$ cat config.mk
export PLATFORM = sky130hd
export DESIGN_NAME = spi_uart_bridge
export DESIGN_NICKNAME = d
export VERILOG_FILES = /design/src/design/bridge_pkg.sv /design/src/design/baud_timer.sv /design/src/design/byte_fifo.sv /design/src/design/spi_slave.sv /design/src/design/spi_uart_bridge.sv /design/src/design/uart_ctl.sv
export SDC_FILE = /design/constraint.sdc
export NUM_CORES = 1
export LEC_CHECK = 0
export CAP_MARGIN = 10
export CORE_MARGIN = 1.5
export CORE_UTILIZATION = 35
export DETAILED_ROUTE_END_ITERATION = 8
export DONT_BUFFER_PORTS = 1
export MAX_ROUTING_LAYER = met4
export PLACE_DENSITY_LB_ADDON = 0.15
export SLEW_MARGIN = 20
export SYNTH_ARGS = -nofsm -noshare
export SYNTH_HDL_FRONTEND = slang
export SYNTH_SLANG_ARGS = --single-unit
$ cat constraint.sdc
create_clock -name clk -period 4.37 [get_ports clk]
set_input_delay 0 -clock clk [delete_from_list [all_inputs] [get_ports clk]]
set_output_delay 0 -clock clk [all_outputs]
set_load 0.02 [all_outputs]
$ cat src/design/bridge_pkg.sv
package bridge_pkg;

  // ==========================================================================
  // Rates and depths
  // ==========================================================================

  // Clock cycles per UART bit
  localparam int BAUD_DIV = 16;

  // Entries per byte FIFO and the matching pointer width
  localparam int FIFO_DEPTH = 8;
  localparam int FIFO_AW = 3;

  // ==========================================================================
  // State encodings
  // ==========================================================================

  typedef enum logic [1:0] {
    TX_IDLE,
    TX_START,
    TX_DATA,
    TX_STOP
  } uart_tx_state_t;

  typedef enum logic [1:0] {
    RX_IDLE,
    RX_START,
    RX_DATA,
    RX_STOP
  } uart_rx_state_t;

  // ==========================================================================
  // Grouped signals
  // ==========================================================================

  // SPI pins driven by the external master
  typedef struct packed {
    logic sclk;
    logic cs_n;
    logic mosi;
  } spi_pins_t;

  // FIFO fill levels
  typedef struct packed {
    logic empty;
    logic full;
  } fifo_status_t;

endpackage

$ cat src/design/baud_timer.sv
module baud_timer import bridge_pkg::*; (
  input  logic clk,
  input  logic i_reset,
  input  logic i_tx_run,
  input  logic i_rx_run,
  output logic o_tx_tick,
  output logic o_rx_tick
);

  logic [$clog2(BAUD_DIV)-1:0] tx_cnt;
  logic [$clog2(BAUD_DIV)-1:0] rx_cnt;

  assign o_tx_tick = i_tx_run & (tx_cnt == '0);
  assign o_rx_tick = i_rx_run & (rx_cnt == '0);

  // TX counts a full bit from the start of the frame
  always_ff @(posedge clk) begin
    if (i_reset || !i_tx_run) begin
      tx_cnt <= $clog2(BAUD_DIV)'(BAUD_DIV - 1);
    end else if (o_tx_tick) begin
      tx_cnt <= $clog2(BAUD_DIV)'(BAUD_DIV - 1);
    end else begin
      tx_cnt <= tx_cnt - 1'b1;
    end
  end

  // RX preset to half a bit so ticks land mid-bit
  always_ff @(posedge clk) begin
    if (i_reset || !i_rx_run) begin
      rx_cnt <= $clog2(BAUD_DIV)'(BAUD_DIV / 2 - 1);
    end else if (o_rx_tick) begin
      rx_cnt <= $clog2(BAUD_DIV)'(BAUD_DIV - 1);
    end else begin
      rx_cnt <= rx_cnt - 1'b1;
    end
  end

endmodule

$ cat src/design/byte_fifo.sv
module byte_fifo import bridge_pkg::*; (
  input  logic         clk,
  input  logic         i_reset,
  input  logic         i_push,
  input  logic [7:0]   i_wdata,
  input  logic         i_pop,
  output logic [7:0]   o_rdata,
  output fifo_status_t o_status
);

  logic [7:0]       mem [FIFO_DEPTH];
  logic [FIFO_AW-1:0] wr_ptr;
  logic [FIFO_AW-1:0] rd_ptr;
  logic [FIFO_AW:0]   count;
  logic             push_ok;
  logic             pop_ok;

  // ==========================================================================
  // Level flags
  // ==========================================================================

  assign o_status.empty = (count == '0);
  assign o_status.full  = (count == (FIFO_AW + 1)'(FIFO_DEPTH));

  // Dropped when full, ignored when empty
  assign push_ok = i_push & ~o_status.full;
  assign pop_ok  = i_pop & ~o_status.empty;

  // ==========================================================================
  // Pointers and occupancy
  // ==========================================================================

  always_ff @(posedge clk) begin
    if (i_reset) begin
      wr_ptr <= '0;
      rd_ptr <= '0;
      count  <= '0;
    end else begin
      if (push_ok) begin
        wr_ptr <= wr_ptr + 1'b1;
      end
      if (pop_ok) begin
        rd_ptr <= rd_ptr + 1'b1;
      end
      case ({push_ok, pop_ok})
        2'b10:   count <= count + 1'b1;
        2'b01:   count <= count - 1'b1;
        default: count <= count;
      endcase
    end
  end

  always_ff @(posedge clk) begin
    if (push_ok) begin
      mem[wr_ptr] <= i_wdata;
    end
  end

  // First word falls through
  assign o_rdata = mem[rd_ptr];

  // Occupancy stays in range and agrees with the pointer distance
  a_count_matches_ptrs : assert property (
    @(posedge clk) disable iff (i_reset)
      (count <= (FIFO_AW + 1)'(FIFO_DEPTH))
      && (wr_ptr - rd_ptr == count[FIFO_AW-1:0])
  );

endmodule

$ cat src/design/spi_slave.sv
module spi_slave import bridge_pkg::*; (
  input  logic         clk,
  input  logic         i_reset,
  input  spi_pins_t    i_spi,
  output logic         o_miso,
  output logic         o_tx_push,
  output logic [7:0]   o_tx_data,
  output logic         o_rx_pop,
  input  logic [7:0]   i_rx_data,
  input  fifo_status_t i_rx_status
);

  spi_pins_t  spi_meta;
  spi_pins_t  spi_sync;
  logic       sclk_q;
  logic       cs_n_q;
  logic       sclk_rise;
  logic       sclk_fall;
  logic       cs_fall;
  logic       reload;
  logic [2:0] bit_cnt;
  logic       byte_done;
  logic       miso_valid;
  logic [7:0] mosi_sr;
  logic [7:0] miso_sr;

  // ==========================================================================
  // Pin synchronizers and edge detect
  // ==========================================================================

  always_ff @(posedge clk) begin
    if (i_reset) begin
      spi_meta <= '{sclk: 1'b0, cs_n: 1'b1, mosi: 1'b0};
      spi_sync <= '{sclk: 1'b0, cs_n: 1'b1, mosi: 1'b0};
      sclk_q   <= 1'b0;
      cs_n_q   <= 1'b1;
    end else begin
      spi_meta <= i_spi;
      spi_sync <= spi_meta;
      sclk_q   <= spi_sync.sclk;
      cs_n_q   <= spi_sync.cs_n;
    end
  end

  // SCLK edges only count while selected
  assign sclk_rise = spi_sync.sclk & ~sclk_q & ~spi_sync.cs_n;
  assign sclk_fall = ~spi_sync.sclk & sclk_q & ~spi_sync.cs_n;
  assign cs_fall   = ~spi_sync.cs_n & cs_n_q;

  // ==========================================================================
  // MOSI byte assembly
  // ==========================================================================

  always_ff @(posedge clk) begin
    if (i_reset) begin
      bit_cnt   <= '0;
      o_tx_push <= 1'b0;
    end else begin
      o_tx_push <= 1'b0;
      if (spi_sync.cs_n) begin
        bit_cnt <= '0;
      end else if (sclk_rise) begin
        bit_cnt <= bit_cnt + 3'd1;
        // Eighth bit completes the byte
        if (bit_cnt == 3'd7) begin
          o_tx_push <= 1'b1;
        end
      end
    end
  end

  // MSB first
  always_ff @(posedge clk) begin
    if (sclk_rise) begin
      mosi_sr <= {mosi_sr[6:0], spi_sync.mosi};
    end
  end

  assign o_tx_data = mosi_sr;

  // ==========================================================================
  // MISO byte
  // ==========================================================================

  // New byte at select and after each completed byte
  assign reload = cs_fall | (sclk_fall & byte_done);

  always_ff @(posedge clk) begin
    if (i_reset) begin
      miso_sr    <= 8'h00;
      miso_valid <= 1'b0;
      byte_done  <= 1'b0;
      o_rx_pop   <= 1'b0;
    end else begin
      o_rx_pop <= 1'b0;
      if (reload) begin
        miso_sr    <= i_rx_status.empty ? 8'h00 : i_rx_data;
        miso_valid <= ~i_rx_status.empty;
      end else if (sclk_fall) begin
        miso_sr <= {miso_sr[6:0], 1'b0};
      end
      if (spi_sync.cs_n || reload) begin
        byte_done <= 1'b0;
      end else if (sclk_rise && bit_cnt == 3'd7) begin
        byte_done <= 1'b1;
      end
      // Head byte leaves the FIFO once the master starts clocking it out
      if (sclk_rise && bit_cnt == 3'd0 && miso_valid) begin
        o_rx_pop   <= 1'b1;
        miso_valid <= 1'b0;
      end
    end
  end

  assign o_miso = miso_sr[7];

  // Only a byte that is still in the RX FIFO is popped
  a_pop_not_empty : assert property (
    @(posedge clk) disable iff (i_reset) o_rx_pop |-> !i_rx_status.empty
  );

endmodule

$ cat src/design/spi_uart_bridge.sv
module spi_uart_bridge import bridge_pkg::*; (
  input  logic      clk,
  input  logic      i_reset,
  input  spi_pins_t i_spi,
  output logic      o_miso,
  input  logic      i_uart_rx,
  output logic      o_uart_tx,
  output logic      o_frame_error
);

  // SPI to UART path
  logic         tx_push;
  logic [7:0]   tx_wdata;
  logic         tx_pop;
  logic [7:0]   tx_rdata;
  fifo_status_t tx_status;

  // UART to SPI path
  logic         rx_push;
  logic [7:0]   rx_wdata;
  logic         rx_pop;
  logic [7:0]   rx_rdata;
  fifo_status_t rx_status;

  // Bit timing
  logic tx_run;
  logic rx_run;
  logic tx_tick;
  logic rx_tick;

  // ==========================================================================
  // Blocks
  // ==========================================================================

  spi_slave u_spi_slave (
    .clk         (clk),
    .i_reset     (i_reset),
    .i_spi       (i_spi),
    .o_miso      (o_miso),
    .o_tx_push   (tx_push),
    .o_tx_data   (tx_wdata),
    .o_rx_pop    (rx_pop),
    .i_rx_data   (rx_rdata),
    .i_rx_status (rx_status)
  );

  byte_fifo tx_fifo (
    .clk      (clk),
    .i_reset  (i_reset),
    .i_push   (tx_push),
    .i_wdata  (tx_wdata),
    .i_pop    (tx_pop),
    .o_rdata  (tx_rdata),
    .o_status (tx_status)
  );

  byte_fifo rx_fifo (
    .clk      (clk),
    .i_reset  (i_reset),
    .i_push   (rx_push),
    .i_wdata  (rx_wdata),
    .i_pop    (rx_pop),
    .o_rdata  (rx_rdata),
    .o_status (rx_status)
  );

  baud_timer u_baud_timer (
    .clk       (clk),
    .i_reset   (i_reset),
    .i_tx_run  (tx_run),
    .i_rx_run  (rx_run),
    .o_tx_tick (tx_tick),
    .o_rx_tick (rx_tick)
  );

  uart_ctl u_uart_ctl (
    .clk           (clk),
    .i_reset       (i_reset),
    .i_tx_status   (tx_status),
    .i_tx_data     (tx_rdata),
    .o_tx_pop      (tx_pop),
    .o_uart_tx     (o_uart_tx),
    .i_uart_rx     (i_uart_rx),
    .o_rx_push     (rx_push),
    .o_rx_data     (rx_wdata),
    .o_frame_error (o_frame_error),
    .o_tx_run      (tx_run),
    .o_rx_run      (rx_run),
    .i_tx_tick     (tx_tick),
    .i_rx_tick     (rx_tick)
  );

endmodule

$ cat src/design/uart_ctl.sv
module uart_ctl import bridge_pkg::*; (
  input  logic         clk,
  input  logic         i_reset,
  input  fifo_status_t i_tx_status,
  input  logic [7:0]   i_tx_data,
  output logic         o_tx_pop,
  output logic         o_uart_tx,
  input  logic         i_uart_rx,
  output logic         o_rx_push,
  output logic [7:0]   o_rx_data,
  output logic         o_frame_error,
  output logic         o_tx_run,
  output logic         o_rx_run,
  input  logic         i_tx_tick,
  input  logic         i_rx_tick
);

  uart_tx_state_t tx_state;
  logic [7:0]     tx_sr;
  logic [2:0]     tx_bit;

  uart_rx_state_t rx_state;
  logic           rx_meta;
  logic           rx_sync;
  logic           rx_q;
  logic           rx_fall;
  logic [7:0]     rx_sr;
  logic [2:0]     rx_bit;

  // ==========================================================================
  // Transmitter
  // ==========================================================================

  // One byte per frame, taken only from idle
  assign o_tx_pop = (tx_state == TX_IDLE) & ~i_tx_status.empty;
  assign o_tx_run = (tx_state != TX_IDLE);

  always_ff @(posedge clk) begin
    if (i_reset) begin
      tx_state  <= TX_IDLE;
      tx_bit    <= '0;
      o_uart_tx <= 1'b1;
    end else begin
      case (tx_state)
        TX_IDLE: begin
          if (o_tx_pop) begin
            tx_state  <= TX_START;
            o_uart_tx <= 1'b0;
          end
        end
        TX_START: begin
          if (i_tx_tick) begin
            tx_state  <= TX_DATA;
            tx_bit    <= '0;
            o_uart_tx <= tx_sr[0];
          end
        end
        TX_DATA: begin
          if (i_tx_tick) begin
            if (tx_bit == 3'd7) begin
              tx_state  <= TX_STOP;
              o_uart_tx <= 1'b1;
            end else begin
              tx_bit    <= tx_bit + 3'd1;
              o_uart_tx <= tx_sr[0];
            end
          end
        end
        TX_STOP: begin
          if (i_tx_tick) begin
            tx_state <= TX_IDLE;
          end
        end
        default: tx_state <= TX_IDLE;
      endcase
    end
  end

  // LSB first
  always_ff @(posedge clk) begin
    if (o_tx_pop) begin
      tx_sr <= i_tx_data;
    end else if (i_tx_tick && (tx_state == TX_START || tx_state == TX_DATA)) begin
      tx_sr <= {1'b0, tx_sr[7:1]};
    end
  end

  // ==========================================================================
  // Receiver
  // ==========================================================================

  // Line idles high
  always_ff @(posedge clk) begin
    if (i_reset) begin
      rx_meta <= 1'b1;
      rx_sync <= 1'b1;
      rx_q    <= 1'b1;
    end else begin
      rx_meta <= i_uart_rx;
      rx_sync <= rx_meta;
      rx_q    <= rx_sync;
    end
  end

  assign rx_fall  = rx_q & ~rx_sync;
  assign o_rx_run = (rx_state != RX_IDLE);

  always_ff @(posedge clk) begin
    if (i_reset) begin
      rx_state      <= RX_IDLE;
      rx_bit        <= '0;
      o_rx_push     <= 1'b0;
      o_frame_error <= 1'b0;
    end else begin
      o_rx_push     <= 1'b0;
      o_frame_error <= 1'b0;
      case (rx_state)
        RX_IDLE: begin
          if (rx_fall) begin
            rx_state <= RX_START;
          end
        end
        RX_START: begin
          // Glitch shorter than half a bit is a false start
          if (i_rx_tick) begin
            rx_state <= rx_sync ? RX_IDLE : RX_DATA;
            rx_bit   <= '0;
          end
        end
        RX_DATA: begin
          if (i_rx_tick) begin
            rx_bit <= rx_bit + 3'd1;
            if (rx_bit == 3'd7) begin
              rx_state <= RX_STOP;
            end
          end
        end
        RX_STOP: begin
          if (i_rx_tick) begin
            rx_state      <= RX_IDLE;
            o_rx_push     <= rx_sync;
            o_frame_error <= ~rx_sync;
          end
        end
        default: rx_state <= RX_IDLE;
      endcase
    end
  end

  always_ff @(posedge clk) begin
    if (i_rx_tick && rx_state == RX_DATA) begin
      rx_sr <= {rx_sync, rx_sr[7:1]};
    end
  end

  assign o_rx_data = rx_sr;

  a_tx_line_high : assert property (
    @(posedge clk) disable iff (i_reset)
      (tx_state == TX_IDLE || tx_state == TX_STOP) |-> o_uart_tx
  );

endmodule

==> out/metrics.csv <==
metric,value,unit
start_util,0.3560,
grt_pass1_vias,4768,
crit_fanout,20,
p_per_area,494.7,nW/um^2
drc,0,
grt_max_degree,56,
num_rows,58,
crit_required,4.82,ns
die-area,26510,um^2
grt_antenna_before_repair,0,
cp_slowest_cell,ha_1,
vias_per_cell,4.842,
skew,0.02275,ns
synth_nets,621,
maxCapViolCount,0,
max_stage_delay,0.41,ns
hold_class,in -> reg,
p_leak,0.003382,uW
grt_pass1_wl,26.16,mm
path_cells,"inv_1, ha_1, o41ai_2, buf_4, inv_1, ha_1, xor2_1, ha_1, a21oi_1, xor2_1, or3_1, a21oi_1",
synth_async_sr_flop_share,0,
drt-initial-drc-count,213,
setup_viol_count_final,0,
die_h,162.8,um
fmax,365.3,MHz
clkSinkCount,225,
fin_nets,633,
rsz0062_at_grt,false,
syn_area,8940,um^2
gp_congestion,0.7050,
cts_buffer_depth,3,
worst_setup_path_end_kind,flop,
drive_above_1_share,0.1548,
numPortBuffers,0,
crit_buf_inv,3,
synth_cell_type_count,56,
drtPass1Iterations,6,
setup_tns,0,ns
synthFlopType,edfxtp_1,
cp.arrival,3.18,ns
peakVddDrop,0.3170,mV
total_power,5005,uW
start_kind,flop,
clockRootBuffer,clkbuf_16,
maxSlewHeadroom,0.2938,
fin_hold_ws,0.1172,ns
yosysSeqAreaShare,0.6740,
synth_top_area_frac,0.5106,
dp_hpwl,10.11,mm
synth_seq_cells,225,
postCtsSetupRepairBufs,0,
finalWorstSetupSlack,1.632,ns
postRouteWirelength,16.25,mm
wire_per_inst,17.11,um
critPathTopFamily,adder cells,
synth_cells,590,
yosysMostFrequentCell,edfxtp_1,
insertion_delay,0.52,ns
syn_area_per_cell,15.15,um^2
max_slew.worst_pin.slew,1.055,ns
die_x,162.8,um
ant_nets,0,
ctsResizeCount,0,
yosysTopAreaCell,edfxtp_1,
diodes,0,
core,25110,um^2
worstSetupPathDepth,12,
syn_to_final_growth,13.17,%
status,"finished, final reports clean",
period_share,0.6265,
hold_viol,0,
pre_cts_slack,1.688,ns
post-route-min-period,2.738,ns
num_vias,4600,
clk_pin_slew_worst_paths,0.06,ns
worst_path_most_repeated_cell,ha_1,
htree_levels,1,
grtUsageTotal,0.1326,
ios,9,
cts_tree,built,
drv_slew,0,
whs_path_depth,2,
synth-edff-count,152,
yosys_warnings,0,
synthTopCellsByArea,"edfxtp_1 51%, dfxtp_1 16%, mux4_2 8.1%",
crit_type,reg -> reg,
cts_inserted_buffers,25,
overflow,0,
yosys-top-cells-count,"152 x edfxtp_1, 73 x dfxtp_1, 43 x nor2_1",
r2r_cells,12,
==> cell usage in the layout, fill, tap and decap left out, drive strengths merged, types with 4 or more instances in the layout <==
cell type	netlist	routed
edfxtp	152	152
dfxtp	73	73
nor2	43	43
nand2	35	35
mux4	32	32
mux2i	32	32
clkbuf	15	28
ha	25	25
inv	22	24
o21ai	18	18
a21oi	15	15
nor3	14	14
clkinv	0	13
xor2	11	11
nor2b	9	9
and2	8	8
or2	7	7
nand2b	7	7
o22ai	7	7
xnor2	6	6
buf	11	6
dlygate4sd3	0	5
or3	5	5
o32ai	4	4
a22oi	4	4
nor4b	4	4
==> registers in the layout, indices dropped and copies added, names as in the netlist, 4 cells and up, named ones only <==
| signal | cells |
|---|---|
| u_uart_ctl.tx_sr | 8 |
| u_spi_slave.o_tx_data | 8 |
| tx_fifo.count | 4 |
| u_baud_timer.tx_cnt | 4 |
| tx_fifo.mem | 64 |
| u_uart_ctl.o_rx_data | 8 |
| rx_fifo.mem | 64 |
| rx_fifo.count | 4 |
| u_baud_timer.rx_cnt | 4 |
| u_spi_slave.miso_sr | 8 |
==> path summary, 6_finish.rpt <==
kind / start / end / slack [ns]
hold reg to reg: u_spi_slave.spi_meta[1]$_SDFF_PP1_ / u_spi_slave.spi_sync[1]$_SDFF_PP1_ / 0.40
setup / recovery: u_uart_ctl.tx_state[0]$_SDFFE_PP0P_ / tx_fifo.count[2]$_SDFFE_PP0P_ / 1.63
setup reg to reg: u_uart_ctl.tx_state[0]$_SDFFE_PP0P_ / tx_fifo.count[2]$_SDFFE_PP0P_ / 1.63
hold / removal: i_spi[1] / u_spi_slave.spi_meta[1]$_SDFF_PP1_ / 0.12
==> final cells by class <==
| cell class | instances | area, um^2 |
|---|---|---|
| repair buffers | 11 | 115.1 |
| clock buffers | 28 | 636.9 |
| well taps | 330 | 412.9 |
| fillers | 2368 | 14990 |
| clock inverters | 17 | 108.9 |
| inverters | 22 | 82.58 |
| flip-flops and latches | 225 | 6026 |
| multi-input cells | 317 | 2735 |
==> power by group <==
| group | switching, uW | total [uW] | internal [uW] |
|---|---|---|---|
| Clock | 789 | 1890 | 1100 |
| Combinational | 367 | 649 | 282 |
| Sequential | 87.3 | 2460 | 2380 |
==> timing repair <==
| item | in CTS | in global routing |
|---|---|---|
| endpoints found under the setup margin | 0 | 0 |
| hold endpoints to repair | 68 | 0 |
| hold buffers | 6 | 0 |
==> stage by stage <==
stage                     instance area [um^2]    util  cells
after global routing                     10120  0.4029    950
after detailed placement                  9294  0.3701    899
after global placement                    9291  0.3700    899
after CTS                                10120  0.4029    950
after floorplan                           8940       -    590
final                                    10120  0.4029    950
==> kinds of logic (layout without fill, tap and decap cells) <==
family	after synthesis	count (layout)	synth area share
XOR/XNOR	17	17	0.01665
buffers and inverters	48	78	0.02393
multiplexers	66	66	0.1190
AO/OA/AOI/OAI	61	61	0.04605
flip-flops	225	225	0.6740
AND/OR/NAND/NOR	148	148	0.08537
adder cells (fa/ha/maj)	25	25	0.03499
==> per-layer routing <==
layer	wire length, um	global-route usage	vias up
met5	0	-	-
met4	415	0.03837	0
met3	415	0.02063	31
met2	8066	0.2296	49
met1	7354	0.1599	2283
li1	-	-	2237
(Power assumes the default switching activity.)
